$ cat config.mk
export PLATFORM = sky130hd
export DESIGN_NAME = fifo_to_axi_top
export DESIGN_NICKNAME = d
export VERILOG_FILES = /design/src/fifo_axi_pkg.sv /design/src/fifo_to_axi_top.sv /design/src/req_split.sv /design/src/resp_reorder.sv /design/src/small_fifo.sv /design/src/wr_issue_fsm.sv
export SDC_FILE = /design/constraint.sdc
export NUM_CORES = 1
export LEC_CHECK = 0
export BUFFER_PORTS_ARGS = -buffer_cell sky130_fd_sc_hd__buf_2
export CAP_MARGIN = 40
export CORE_ASPECT_RATIO = 1.25
export CORE_MARGIN = 5
export CORE_UTILIZATION = 45
export DETAILED_ROUTE_END_ITERATION = 16
export PLACE_DENSITY_LB_ADDON = 0.08
export SETUP_SLACK_MARGIN = 0.2
export SYNTH_ARGS = -nofsm -noshare
export SYNTH_HDL_FRONTEND = slang
export SYNTH_SLANG_ARGS = --single-unit
$ cat constraint.sdc
create_clock -name clk_i -period 3.8 [get_ports clk_i]
set_input_delay 0.57 -clock clk_i [delete_from_list [all_inputs] [get_ports clk_i]]
set_output_delay 0.57 -clock clk_i [all_outputs]
set_load 0.02 [all_outputs]
$ cat src/fifo_axi_pkg.sv
// **************************************************************************
// shared widths, FIFO depths, AXI size encoding and payload structs
// **************************************************************************

package fifo_axi_pkg;

  // bus widths
  localparam int ADDR_W = 32;
  localparam int DATA_W = 64;
  localparam int MASK_W = DATA_W / 8;

  // buffer depths
  localparam int RD_REQ_ELS  = 2;
  localparam int WR_REQ_ELS  = 2;
  localparam int RD_RESP_ELS = 2;
  localparam int WR_RESP_ELS = 2;
  // one slot for every request that can be outstanding in the request FIFOs
  localparam int ORDER_ELS   = RD_REQ_ELS + WR_REQ_ELS;

  // AxSIZE encoding, bytes per beat
  typedef enum logic [2:0] {
    SIZE_1B = 3'd0,
    SIZE_2B = 3'd1,
    SIZE_4B = 3'd2,
    SIZE_8B = 3'd3
  } axi_size_e;

  // request as offered by the requester
  typedef struct packed {
    logic              w;
    logic [ADDR_W-1:0] addr;
    logic [DATA_W-1:0] data;
    logic [MASK_W-1:0] wmask;
    axi_size_e         size;
  } fifo_req_t;

  // response handed back in request order
  typedef struct packed {
    logic              w;
    logic [DATA_W-1:0] data;
  } fifo_resp_t;

  // queued read, waiting for AR
  typedef struct packed {
    logic [ADDR_W-1:0] addr;
    axi_size_e         size;
  } rd_req_t;

  // queued write, waiting for AW and W
  typedef struct packed {
    logic [ADDR_W-1:0] addr;
    logic [DATA_W-1:0] data;
    logic [MASK_W-1:0] wmask;
    axi_size_e         size;
  } wr_req_t;

  // AW / AR address payload
  typedef struct packed {
    logic [ADDR_W-1:0] addr;
    axi_size_e         size;
  } axi_ax_t;

  // W payload
  typedef struct packed {
    logic [DATA_W-1:0] data;
    logic [MASK_W-1:0] strb;
  } axi_w_t;

endpackage

$ cat src/fifo_to_axi_top.sv
// **************************************************************************
// valid/ready request FIFO to single-beat AXI4 manager bridge, top level
// **************************************************************************

`timescale 1ns/100ps

module fifo_to_axi_top (
  input  logic                            clk_i,
  input  logic                            arst_n_i,
  // request side
  input  fifo_axi_pkg::fifo_req_t         req_i,
  input  logic                            req_v_i,
  output logic                            req_ready_and_o,
  // response side
  output fifo_axi_pkg::fifo_resp_t        resp_o,
  output logic                            resp_v_o,
  input  logic                            resp_yumi_i,
  // AXI write address and data
  output fifo_axi_pkg::axi_ax_t           axi_aw_o,
  output logic                            awvalid_o,
  input  logic                            awready_i,
  output fifo_axi_pkg::axi_w_t            axi_w_o,
  output logic                            wvalid_o,
  input  logic                            wready_i,
  // AXI write response
  input  logic                            bvalid_i,
  output logic                            bready_o,
  // AXI read address and data
  output fifo_axi_pkg::axi_ax_t           axi_ar_o,
  output logic                            arvalid_o,
  input  logic                            arready_i,
  input  logic [fifo_axi_pkg::DATA_W-1:0] axi_rdata_i,
  input  logic                            rvalid_i,
  output logic                            rready_o
);

  import fifo_axi_pkg::*;

  rd_req_t rd_req;
  logic    rd_v;
  logic    rd_yumi;
  wr_req_t wr_req;
  logic    wr_v;
  logic    wr_yumi;
  logic    order_v;
  logic    order_w;
  logic    order_ready;

  req_split split0 (
    .clk_i(clk_i), .arst_n_i(arst_n_i),
    .req_i(req_i), .req_v_i(req_v_i), .req_ready_and_o(req_ready_and_o),
    .rd_req_o(rd_req), .rd_v_o(rd_v), .rd_yumi_i(rd_yumi),
    .wr_req_o(wr_req), .wr_v_o(wr_v), .wr_yumi_i(wr_yumi),
    .order_v_o(order_v), .order_w_o(order_w), .order_ready_i(order_ready)
  );

  // AR straight from the read FIFO head, popped on acceptance
  assign axi_ar_o.addr = rd_req.addr;
  assign axi_ar_o.size = rd_req.size;
  assign arvalid_o     = rd_v;
  assign rd_yumi       = arvalid_o & arready_i;

  wr_issue_fsm wr_fsm0 (
    .clk_i(clk_i), .arst_n_i(arst_n_i),
    .wr_req_i(wr_req), .wr_v_i(wr_v), .awready_i(awready_i), .wready_i(wready_i),
    .wr_yumi_o(wr_yumi), .axi_aw_o(axi_aw_o), .awvalid_o(awvalid_o),
    .axi_w_o(axi_w_o), .wvalid_o(wvalid_o)
  );

  resp_reorder reorder0 (
    .clk_i(clk_i), .arst_n_i(arst_n_i),
    .order_v_i(order_v), .order_w_i(order_w), .order_ready_o(order_ready),
    .bvalid_i(bvalid_i), .bready_o(bready_o),
    .rvalid_i(rvalid_i), .rdata_i(axi_rdata_i), .rready_o(rready_o),
    .resp_o(resp_o), .resp_v_o(resp_v_o), .resp_yumi_i(resp_yumi_i)
  );

endmodule

$ cat src/req_split.sv
// **************************************************************************
// request splitter into read and write request FIFOs plus order queue push
// **************************************************************************

`timescale 1ns/100ps

module req_split (
  input  logic                    clk_i,
  input  logic                    arst_n_i,
  input  fifo_axi_pkg::fifo_req_t req_i,
  input  logic                    req_v_i,
  output logic                    req_ready_and_o,
  output fifo_axi_pkg::rd_req_t   rd_req_o,
  output logic                    rd_v_o,
  input  logic                    rd_yumi_i,
  output fifo_axi_pkg::wr_req_t   wr_req_o,
  output logic                    wr_v_o,
  input  logic                    wr_yumi_i,
  output logic                    order_v_o,
  output logic                    order_w_o,
  input  logic                    order_ready_i
);

  import fifo_axi_pkg::*;

  rd_req_t rd_in;
  wr_req_t wr_in;
  logic    rd_ready;
  logic    wr_ready;
  logic    rd_push;
  logic    wr_push;

  // a request goes in only when the order queue and both request FIFOs have room
  assign req_ready_and_o = rd_ready & wr_ready & order_ready_i;

  assign rd_push   = req_v_i & ~req_i.w & rd_ready & wr_ready & order_ready_i;
  assign wr_push   = req_v_i &  req_i.w & rd_ready & wr_ready & order_ready_i;
  // order queue sees its own ready, so leave it out of its valid
  assign order_v_o = req_v_i & rd_ready & wr_ready;
  assign order_w_o = req_i.w;

  always_comb begin
    rd_in.addr  = req_i.addr;
    rd_in.size  = req_i.size;
    wr_in.addr  = req_i.addr;
    wr_in.data  = req_i.data;
    wr_in.wmask = req_i.wmask;
    wr_in.size  = req_i.size;
  end

  small_fifo #(
    .width_p ($bits(rd_req_t)),
    .els_p   (RD_REQ_ELS)
  ) rd_fifo (
    .clk_i       (clk_i),
    .arst_n_i    (arst_n_i),
    .v_i         (rd_push),
    .data_i      (rd_in),
    .ready_and_o (rd_ready),
    .v_o         (rd_v_o),
    .data_o      (rd_req_o),
    .yumi_i      (rd_yumi_i)
  );

  small_fifo #(
    .width_p ($bits(wr_req_t)),
    .els_p   (WR_REQ_ELS)
  ) wr_fifo (
    .clk_i       (clk_i),
    .arst_n_i    (arst_n_i),
    .v_i         (wr_push),
    .data_i      (wr_in),
    .ready_and_o (wr_ready),
    .v_o         (wr_v_o),
    .data_o      (wr_req_o),
    .yumi_i      (wr_yumi_i)
  );

  // an accepted read is waiting at the read FIFO head one cycle later
  a_rd_visible: assert property (@(posedge clk_i) disable iff (!arst_n_i)
    rd_push |=> rd_v_o);

  // same for an accepted write at the write FIFO head
  a_wr_visible: assert property (@(posedge clk_i) disable iff (!arst_n_i)
    wr_push |=> wr_v_o);

endmodule

$ cat src/resp_reorder.sv
// **************************************************************************
// B and R response FIFOs, order queue and in-order response selection
// **************************************************************************

`timescale 1ns/100ps

module resp_reorder (
  input  logic                              clk_i,
  input  logic                              arst_n_i,
  input  logic                              order_v_i,
  input  logic                              order_w_i,
  output logic                              order_ready_o,
  input  logic                              bvalid_i,
  output logic                              bready_o,
  input  logic                              rvalid_i,
  input  logic [fifo_axi_pkg::DATA_W-1:0]   rdata_i,
  output logic                              rready_o,
  output fifo_axi_pkg::fifo_resp_t          resp_o,
  output logic                              resp_v_o,
  input  logic                              resp_yumi_i
);

  import fifo_axi_pkg::*;

  logic              ord_v;
  logic              ord_w;
  logic              ord_yumi;
  logic              b_v;
  logic              b_yumi;
  logic              r_v;
  logic              r_yumi;
  logic [DATA_W-1:0] r_data;

  // kind of each outstanding request, oldest at the head
  small_fifo #(
    .width_p (1),
    .els_p   (ORDER_ELS)
  ) order_fifo (
    .clk_i       (clk_i),
    .arst_n_i    (arst_n_i),
    .v_i         (order_v_i),
    .data_i      (order_w_i),
    .ready_and_o (order_ready_o),
    .v_o         (ord_v),
    .data_o      (ord_w),
    .yumi_i      (ord_yumi)
  );

  // B beats carry no payload, only their arrival counts
  small_fifo #(
    .width_p (1),
    .els_p   (WR_RESP_ELS)
  ) b_fifo (
    .clk_i       (clk_i),
    .arst_n_i    (arst_n_i),
    .v_i         (bvalid_i),
    .data_i      (1'b1),
    .ready_and_o (bready_o),
    .v_o         (b_v),
    .data_o      (),
    .yumi_i      (b_yumi)
  );

  small_fifo #(
    .width_p (DATA_W),
    .els_p   (RD_RESP_ELS)
  ) r_fifo (
    .clk_i       (clk_i),
    .arst_n_i    (arst_n_i),
    .v_i         (rvalid_i),
    .data_i      (rdata_i),
    .ready_and_o (rready_o),
    .v_o         (r_v),
    .data_o      (r_data),
    .yumi_i      (r_yumi)
  );

  // head kind picks which response FIFO must be non-empty
  assign resp_v_o = ord_v & (ord_w ? b_v : r_v);

  always_comb begin
    resp_o.w    = ord_w;
    resp_o.data = ord_w ? {DATA_W{1'b0}} : r_data;
  end

  assign ord_yumi = resp_yumi_i;
  assign b_yumi   = resp_yumi_i & ord_w;
  assign r_yumi   = resp_yumi_i & ~ord_w;

  a_yumi_needs_v: assert property (@(posedge clk_i) disable iff (!arst_n_i)
    resp_yumi_i |-> resp_v_o);

  // an offered response waits unchanged for the requester
  a_resp_hold: assert property (@(posedge clk_i) disable iff (!arst_n_i)
    resp_v_o && !resp_yumi_i |=> resp_v_o && $stable(resp_o));

endmodule

$ cat src/small_fifo.sv
// **************************************************************************
// small register FIFO, valid/ready_and in and valid/yumi out
// **************************************************************************

`timescale 1ns/100ps

module small_fifo #(
  parameter int width_p = 8,
  parameter int els_p   = 2
) (
  input  logic               clk_i,
  input  logic               arst_n_i,
  input  logic               v_i,
  input  logic [width_p-1:0] data_i,
  output logic               ready_and_o,
  output logic               v_o,
  output logic [width_p-1:0] data_o,
  input  logic               yumi_i
);

  localparam int ptr_w_lp = (els_p > 1) ? $clog2(els_p) : 1;
  localparam logic [ptr_w_lp-1:0] last_ptr_lp = ptr_w_lp'(els_p - 1);

  logic [width_p-1:0]  mem_r [els_p];
  logic [ptr_w_lp-1:0] wr_ptr_r;
  logic [ptr_w_lp-1:0] rd_ptr_r;
  // set by a push, cleared by a pop, tells full from empty
  logic                last_push_r;
  logic                ptr_eq;
  logic                full;
  logic                empty;
  logic                push;
  logic                pop;

  function automatic logic [ptr_w_lp-1:0] next_ptr(input logic [ptr_w_lp-1:0] ptr);
    logic [ptr_w_lp-1:0] nxt;
    nxt = (ptr == last_ptr_lp) ? '0 : ptr + 1'b1;
    return nxt;
  endfunction

  assign ptr_eq      = (wr_ptr_r == rd_ptr_r);
  assign full        = ptr_eq & last_push_r;
  assign empty       = ptr_eq & ~last_push_r;
  assign ready_and_o = ~full;
  assign v_o         = ~empty;
  assign push        = v_i & ~full;
  assign pop         = yumi_i;
  assign data_o      = mem_r[rd_ptr_r];

  always_ff @(posedge clk_i or negedge arst_n_i) begin
    if (!arst_n_i) begin
      wr_ptr_r    <= '0;
      rd_ptr_r    <= '0;
      last_push_r <= 1'b0;
    end else begin
      if (push) begin
        wr_ptr_r <= next_ptr(wr_ptr_r);
      end
      if (pop) begin
        rd_ptr_r <= next_ptr(rd_ptr_r);
      end
      // a push and a pop together leave the fill level unchanged
      if (push != pop) begin
        last_push_r <= push;
      end
    end
  end

  // storage
  always_ff @(posedge clk_i) begin
    if (push) begin
      mem_r[wr_ptr_r] <= data_i;
    end
  end

  // the consumer only pops what it was shown
  a_no_pop_empty: assert property (@(posedge clk_i) disable iff (!arst_n_i)
    yumi_i |-> v_o);

endmodule

$ cat src/wr_issue_fsm.sv
// **************************************************************************
// AW and W issue state machine for the head write request
// **************************************************************************

`timescale 1ns/100ps

module wr_issue_fsm (
  input  logic                  clk_i,
  input  logic                  arst_n_i,
  input  fifo_axi_pkg::wr_req_t wr_req_i,
  input  logic                  wr_v_i,
  input  logic                  awready_i,
  input  logic                  wready_i,
  output logic                  wr_yumi_o,
  output fifo_axi_pkg::axi_ax_t axi_aw_o,
  output logic                  awvalid_o,
  output fifo_axi_pkg::axi_w_t  axi_w_o,
  output logic                  wvalid_o
);

  import fifo_axi_pkg::*;

  // which half of the head write the subordinate already holds
  typedef enum logic [1:0] {
    IDLE_BOTH = 2'd0,
    AW_DONE   = 2'd1,
    W_DONE    = 2'd2
  } state_e;

  state_e state_r;
  state_e state_n;
  logic   aw_fire;
  logic   w_fire;

  always_comb begin
    axi_aw_o.addr = wr_req_i.addr;
    axi_aw_o.size = wr_req_i.size;
    axi_w_o.data  = wr_req_i.data;
    axi_w_o.strb  = wr_req_i.wmask;
  end

  // drive only the channel that is still owed
  assign awvalid_o = wr_v_i & (state_r != AW_DONE);
  assign wvalid_o  = wr_v_i & (state_r != W_DONE);
  assign aw_fire   = awvalid_o & awready_i;
  assign w_fire    = wvalid_o & wready_i;

  always_comb begin
    state_n   = state_r;
    wr_yumi_o = 1'b0;
    case (state_r)
      IDLE_BOTH: begin
        if (aw_fire && w_fire) begin
          wr_yumi_o = 1'b1;
        end else if (aw_fire) begin
          state_n = AW_DONE;
        end else if (w_fire) begin
          state_n = W_DONE;
        end
      end
      AW_DONE: begin
        if (w_fire) begin
          wr_yumi_o = 1'b1;
          state_n   = IDLE_BOTH;
        end
      end
      W_DONE: begin
        if (aw_fire) begin
          wr_yumi_o = 1'b1;
          state_n   = IDLE_BOTH;
        end
      end
      default: state_n = IDLE_BOTH;
    endcase
  end

  always_ff @(posedge clk_i or negedge arst_n_i) begin
    if (!arst_n_i) begin
      state_r <= IDLE_BOTH;
    end else begin
      state_r <= state_n;
    end
  end

  // AXI rule, a raised awvalid holds with a steady payload until taken
  a_aw_hold: assert property (@(posedge clk_i) disable iff (!arst_n_i)
    awvalid_o && !awready_i |=> awvalid_o && $stable(axi_aw_o));

endmodule
==> results.sh, run 1 <==
export IMPL_status="finished, final reports clean"
export IMPL_antenna_found_initial=8
export IMPL_crit_chain="mux4_2 > nor3b_1 > a311oi_1 > buf_2"
export IMPL_firstDrtPassIters=4
export IMPL_tritoncts="built"
export IMPL_coreArea_um2=36010
export IMPL_drv_cap=0
export IMPL_routabilityCongestion=0.7486
export IMPL_path_max_fanout=35
export IMPL_total_power_uw=16750
export IMPL_hold_path_class="input port to flip-flop"
export IMPL_grt_use_total_pct=17.05
export IMPL_timing_rr_end="split0.wr_fifo.mem_r[0][21]"
export IMPL_antenna_left=0
export IMPL_drive_above_1_share_pct=48.76
export IMPL_dr_total_vias=8683
export IMPL_hpwlAfterDp_mm=23.82
export IMPL_synth_warnings=0
export IMPL_rsz0062_at_grt="no"
export IMPL_synth_seq_area_share_pct=79.61
export IMPL_finalHoldViolations=0
export IMPL_start_util_pct=45.23
export IMPL_htreeDepth=2
export IMPL_finClkSkew_ns=0.01345
export IMPL_die_h_um=222.7
export IMPL_critPathCaptureType="output pin"
export IMPL_holdBufCountCts=1
export IMPL_ios=395
export IMPL_critPathTopFamily="multiplexers"
export IMPL_path_buf_inv=1
export IMPL_p_leak_uw=0.007770
export IMPL_ctsLongestPathBuffers=3
export IMPL_cpMaxStageDelayCell="mux4_2"
export IMPL_grt_pass1_wl_mm=53.55
export IMPL_synth_top_area_share_pct=76.69
export IMPL_synth_area_leaders="edfxtp_1 (77%), mux2_2 (10%), mux2i_1 (3.9%)"
export IMPL_clockRootBuffer="clkbuf_16"
export IMPL_wl_per_cell_um=19.93
export IMPL_p_switching_uw=5836
export IMPL_pwr_density_cell_nw_per_um2=825.0
export IMPL_fin_crit_sh_pct=83.48
export IMPL_fin_crit_ns=3.172
export IMPL_drt_initial_drc_count=364
export IMPL_fmax_mhz=315.2
export IMPL_clock_sinks=435
export IMPL_crit_type="flip-flop to output pin"
export IMPL_fp_dieW_um=180.2
export IMPL_reg2reg_from="split0.rd_fifo.wr_ptr_r"
export IMPL_power_share_combinational_pct=36.1
export IMPL_synth_cell_types=39
export IMPL_layout_nets=1440
export IMPL_drc=0
export IMPL_ys_ff_latch=435
export IMPL_worstMarginPinSlew_ns=0.7946
export IMPL_area_growth_synth_to_final_pct=24.64
export IMPL_die_area_um2=40120
export IMPL_whs_path_depth=1
export IMPL_critical_path_required_ns=3.23
export IMPL_drv_slew=0
export IMPL_port_buffers=394
export IMPL_numCtsBuffers=42
export IMPL_setup_viol=0
export IMPL_internal_power_uw=10910
export IMPL_overflow=0
export IMPL_grt_pass1_vias=9197
export IMPL_clk_pin_slew_ns=0.06
export IMPL_nFillCells=2855
export IMPL_r2r_setup_slack_ns=1.20
export IMPL_hold_start="req_i[54]"
export IMPL_crit_arrival_ns=2.60
export IMPL_irDropWorstVdd_v=0.0004837
export IMPL_grt_max_degree=104
export IMPL_critPathLaunchType="flip-flop"
export IMPL_max_stage_delay_ns=0.86
export IMPL_routed_wl_mm=35.32
export IMPL_cts_resized=0
export IMPL_seq_power_share_pct=40.1
export IMPL_reg2regPathDepth=5
export IMPL_p_sw_share_pct=34.84
export IMPL_syn_nets=1019
export IMPL_synth_top_area_cell="edfxtp_1"
export IMPL_rows=78
export IMPL_synth_area_um2=16290
export IMPL_clock_latency_ns=0.54
export IMPL_clock_power_share_pct=23.8
export IMPL_finalSetupTns_ns=0
export IMPL_avgSynthCellArea_um2=19.55
export IMPL_cts_setup_buffers=0
export IMPL_syn_inst=833
export IMPL_routed_via_density=4.900
export IMPL_hold_path_end="split0.wr_fifo.mem_r[0][54]"
export IMPL_slew_headroom_pct=46.90
==> flip-flops by register name, indices dropped and copies added (netlist names), 2 cells and up <==
| register | flops |
|---|---|
| reorder0.order_fifo.wr_ptr_r | 2 |
| split0.wr_fifo.mem_r | 214 |
| wr_fsm0.state_r | 2 |
| reorder0.order_fifo.rd_ptr_r | 2 |
| reorder0.r_fifo.mem_r | 128 |
| reorder0.order_fifo.mem_r | 4 |
| split0.rd_fifo.mem_r | 70 |
==> Yosys cell counts, drive strengths merged <==
master     n
buf       30
a21o       2
or2b       1
nor3b      1
and3       8
nand3      3
edfxtp   416
a31oi      3
and2       4
or3b       1
nand2      3
a21boi     1
nand4      1
mux2i     64
a311oi     1
clkbuf     4
ha         5
nand2b     4
xnor2     11
a22o       1
nor3       1
mux2     146
nor2      71
a41oi      1
a21oi      8
o21ai      2
mux4       1
or2        2
nor2b      3
o2111ai    1
inv        9
and4       1
a22oi      1
dfrtp     19
xor2       3
==> per-stage QoR <==
step	util, %	hold WS [ns]	instance area (um2)	worst slack (ns)	cells
floorplan	-	0.2744	16290	0.7945	833
global placement	52.31	0.4787	18840	1.183	1684
detailed placement	52.67	0.4809	18970	1.148	1689
CTS	56.33	0.1825	20290	0.5571	1766
global route	56.37	0.1831	20300	0.4532	1771
finish	56.38	0.2158	20300	0.6278	1772
==> final cells by class <==
cell class	count	area (um2)	share of cell area, %
inverters	9	33.78	0.1664
flip-flops and latches	435	12980	63.92
multi-input cells	355	3147	15.50
well taps	480	600.6	2.958
diodes	6	15.01	0.07396
repair buffers	411	2220	10.93
clock inverters	25	193.9	0.9553
clock buffers	51	1116	5.497
==> per-layer routing <==
metal  global-route usage [%]  part of all wire, %  up-vias
li1                         -                    -     4054
met5                        0                 0.13        -
met4                    5.905                  3.2        6
met3                    7.107                  9.8       69
met1                    20.13                   38     4239
met2                    28.30                   48      315
==> cell usage in the layout (no fill, tap or decap), drive strengths merged, types with 2 or more instances in the layout <==
master,n
or2,2
ha,5
nand2b,4
nand2,3
mux2,146
a21oi,8
inv,10
dfrtp,19
nand3,3
diode,6
xnor2,11
nor2b,3
a31oi,3
clkinv,19
o21ai,2
and2,4
edfxtp,416
clkinvlp,2
clkbuf,51
buf,410
nor2,71
mux2i,64
bufinv,3
xor2,3
and3,8
a21o,2
==> power groups by stage <==
stage	sequential [uW]	clock [uW]	combinational [uW]
2_1_floorplan	6740	0	4130
3_3_place_gp	6800	0	6040
3_5_place_dp	6830	0	6180
4_1_cts	6730	4110	6200
5_1_grt	6820	4300	6540
6_report	6720	3980	6040
==> worst max path at each step <==
| stage | cells past startpoint | slack (ns) | end | from |
|---|---|---|---|---|
| after global routing | 4 | 0.45 | resp_v_o | reorder0.order_fifo.rd_ptr_r[0] |
| after CTS | 4 | 0.56 | resp_v_o | reorder0.order_fifo.rd_ptr_r[0] |
| after detailed placement | 4 | 1.15 | resp_v_o | reorder0.order_fifo.rd_ptr_r[0] |
| after global placement | 4 | 1.18 | resp_v_o | reorder0.order_fifo.rd_ptr_r[0] |
| final | 4 | 0.63 | resp_v_o | reorder0.order_fifo.rd_ptr_r[0] |
| after floorplan | 5 | 0.79 | split0.wr_fifo.mem_r[1][0] | split0.rd_fifo.wr_ptr_r |
==> kinds of logic after synthesis <==
family / share of synthesized area (%)
AND/OR/NAND/NOR: 2.942
buffers and inverters: 1.237
flip-flops: 79.61
adder cells (fa/ha/maj): 0.3841
AO/OA/AOI/OAI: 0.9065
XOR/XNOR: 0.7528
multiplexers: 14.16
No activity file was read; power rests on OpenSTA's default activity.
==> run 2: changes to the inputs <==
- ABC_AREA: unset -> 1
- clock period: 3.8 -> 3 ns (I/O delays scaled with it)
==> results.sh, run 2 <==
export IMPL_avgSynthCellArea_um2=13.22
export IMPL_layout_common_cells="nand2_1 (600), edfxtp_1 (416), buf_2 (394), a21oi_2 (50), clkbuf_16 (43)"
export IMPL_coreArea_um2=36300
export IMPL_drv_slew=0
export IMPL_reg_top3="split0.wr_fifo.mem_r x214, reorder0.r_fifo.mem_r x128, split0.rd_fifo.mem_r x70"
export IMPL_setup_viol=0
export IMPL_routed_wl_mm=38.09
export IMPL_fin_crit_ns=2.572
export IMPL_crit_type="flip-flop to output pin"
export IMPL_drt_initial_drc_count=569
export IMPL_holdBufCountCts=1
export IMPL_clock_latency_ns=0.55
export IMPL_routed_via_density=4.782
export IMPL_routabilityCongestion=0.7808
export IMPL_die_area_um2=40600
export IMPL_final_common_cell="nand2_1"
export IMPL_cpMaxStageDelayCell="buf_4"
export IMPL_port_buffers=394
export IMPL_overflow=0
export IMPL_p_leak_uw=0.008497
export IMPL_synth_cell_types=25
export IMPL_rows=78
export IMPL_critPathTopFamily="buffers and inverters"
export IMPL_synth_top_area_share_pct=75.74
export IMPL_cts_resized=0
export IMPL_rsz0062_at_grt="no"
export IMPL_pwr_density_cell_nw_per_um2=1058
export IMPL_clock_sinks=435
export IMPL_synthArstFlopShare_pct=4.368
export IMPL_antenna_left=0
export IMPL_clk_pin_slew_ns=0.06
export IMPL_largest_reg_flops=214
export IMPL_path_max_fanout=64
export IMPL_layout_nets=1842
export IMPL_grt_pass1_wl_mm=56.68
export IMPL_critical_path_required_ns=2.55
export IMPL_syn_nets=1434
export IMPL_finalSetupTns_ns=0
export IMPL_ys_ff_latch=435
export IMPL_tritoncts="built"
export IMPL_firstDrtPassIters=5
export IMPL_wl_per_cell_um=17.54
export IMPL_synth_most_common_cell="nand2_1"
export IMPL_area_growth_synth_to_final_pct=23.66
export IMPL_clockRootBuffer="clkbuf_16"
export IMPL_finClkSkew_ns=0.02518
export IMPL_syn_inst=1248
export IMPL_drive_above_1_share_pct=32.03
export IMPL_layout_cells_non_filler=2172
export IMPL_crit_chain="buf_4 > nand2_1 > a21oi_1 > buf_2"
export IMPL_grt_pass1_vias=10117
export IMPL_synth_edf_count=416
export IMPL_slew_headroom_pct=49.42
export IMPL_whs_ns=0.08134
export IMPL_path_buf_inv=2
export IMPL_hpwlAfterDp_mm=24.51
export IMPL_dr_total_vias=10387
export IMPL_ys_flop_type="edfxtp_1"
export IMPL_max_stage_delay_ns=0.61
export IMPL_critPathLaunchType="flip-flop"
export IMPL_synth_area_um2=16490
export IMPL_start_util_pct=45.43
export IMPL_hold_path_class="input port to flip-flop"
export IMPL_grt_max_degree=109
export IMPL_ios=395
export IMPL_crit_arrival_ns=2.12
export IMPL_nFillCells=3127
export IMPL_die_h_um=224.0
export IMPL_ctsLongestPathBuffers=3
export IMPL_synth_seq_area_share_pct=78.62
export IMPL_place_inst=2090
export IMPL_drv_cap=0
export IMPL_antenna_found_initial=13
export IMPL_fin_crit_sh_pct=85.74
export IMPL_synth_warnings=0
export IMPL_largest_register="split0.wr_fifo.mem_r"
export IMPL_irDropWorstVdd_v=0.0006808
export IMPL_worstMarginPinSlew_ns=0.7587
export IMPL_fmax_mhz=388.8
export IMPL_synth_common_cells="nand2_1 (601), edfxtp_1 (416), a21oi_2 (50)"
export IMPL_synth_area_leaders="edfxtp_1 (76%), nand2_1 (14%), dfrtp_1 (2.9%)"
export IMPL_grt_use_total_pct=17.88
export IMPL_cts_setup_buffers=0
export IMPL_finalHoldViolations=0
export IMPL_htreeDepth=2
export IMPL_synth_top_area_cell="edfxtp_1"
export IMPL_fp_dieW_um=181.2
export IMPL_final_core_util_pct=56.18
export IMPL_numCtsBuffers=43
export IMPL_critPathCaptureType="output pin"
export IMPL_drc=0
export IMPL_status="finished, final reports clean"
-- run 2: cell count changes in the layout (fill, tap and decap cells not counted), sizes merged, moves of 6 or more --
cell	previous run	this run
and3	8	1
xnor2	11	5
a21oi	8	65
o21ai	2	9
nor2	71	17
nand3	3	15
mux2i	64	0
mux2	146	0
nand2	3	603
inv	10	36
-- run 2: path summary, 6_finish.rpt --
check,startpoint,endpoint,slack [ns],cells past startpoint
max,reorder0.r_fifo.rd_ptr_r,resp_o[20],0.43,4
min,req_i[66],split0.wr_fifo.mem_r[1][66],0.08,1
max reg2reg,split0.wr_fifo.rd_ptr_r,split0.wr_fifo.mem_r[0][94],0.91,8
min reg2reg,reorder0.b_fifo.rd_ptr_r,reorder0.b_fifo.rd_ptr_r,0.49,1
max in group asynchronous,arst_n_i,split0.wr_fifo.rd_ptr_r,2.21,2
min in group asynchronous,arst_n_i,split0.wr_fifo.wr_ptr_r,0.44,2
-- run 2: metal layers --
metal / track usage (%) / wire, um / up-vias
li1: - / - / 5047
met1: 21.15 / 14260 / 4882
met2: 29.91 / 18860 / 359
met3: 7.081 / 3773 / 83
met4: 6.224 / 1099 / 16
met5: 0 / 95 / -
-- run 2: power by group --
part           total, uW  leakage [uW]  switching (uW)  internal [uW]
registers           8360       0.00403             324           8040
logic               8350       0.00385            6040           2310
clock network       4870      0.000619            2150           2720
-- run 2: area by class of cell --
type / instances / area (um2) / area share (%)
antenna: 6 / 15.01 / 0.07362
clock inverter: 23 / 147.6 / 0.7239
multi-input combinational: 727 / 3173 / 15.56
sequential: 435 / 12970 / 63.60
clock buffer: 52 / 1110 / 5.441
inverter: 34 / 132.6 / 0.6503
tap: 480 / 600.6 / 2.945
timing repair buffer: 415 / 2245 / 11.01
-- run 2: metrics by stage --
stage          power, uW  setup slack [ns]  cell area (um2)
6_report           21590            0.4279            20400
5_1_grt            22870            0.2569            20390
4_1_cts            21930            0.3527            20380
3_5_place_dp       17010            0.8832            19110
3_3_place_gp       16930            0.9050            19090
2_1_floorplan      13950           0.03955            16530
-- run 2: cell families (layout without fill, tap and decap cells) --
kind of cell / after synthesis / in the layout / share of synthesized area (%)
buf+inv: 86 / 524 / 2.352
flops: 435 / 435 / 78.62
xor+xnor: 9 / 9 / 0.4779
other cells: 0 / 6 / 0
simple gates: 638 / 638 / 14.75
compound gates: 75 / 75 / 3.421
fa+ha+maj: 5 / 5 / 0.3793
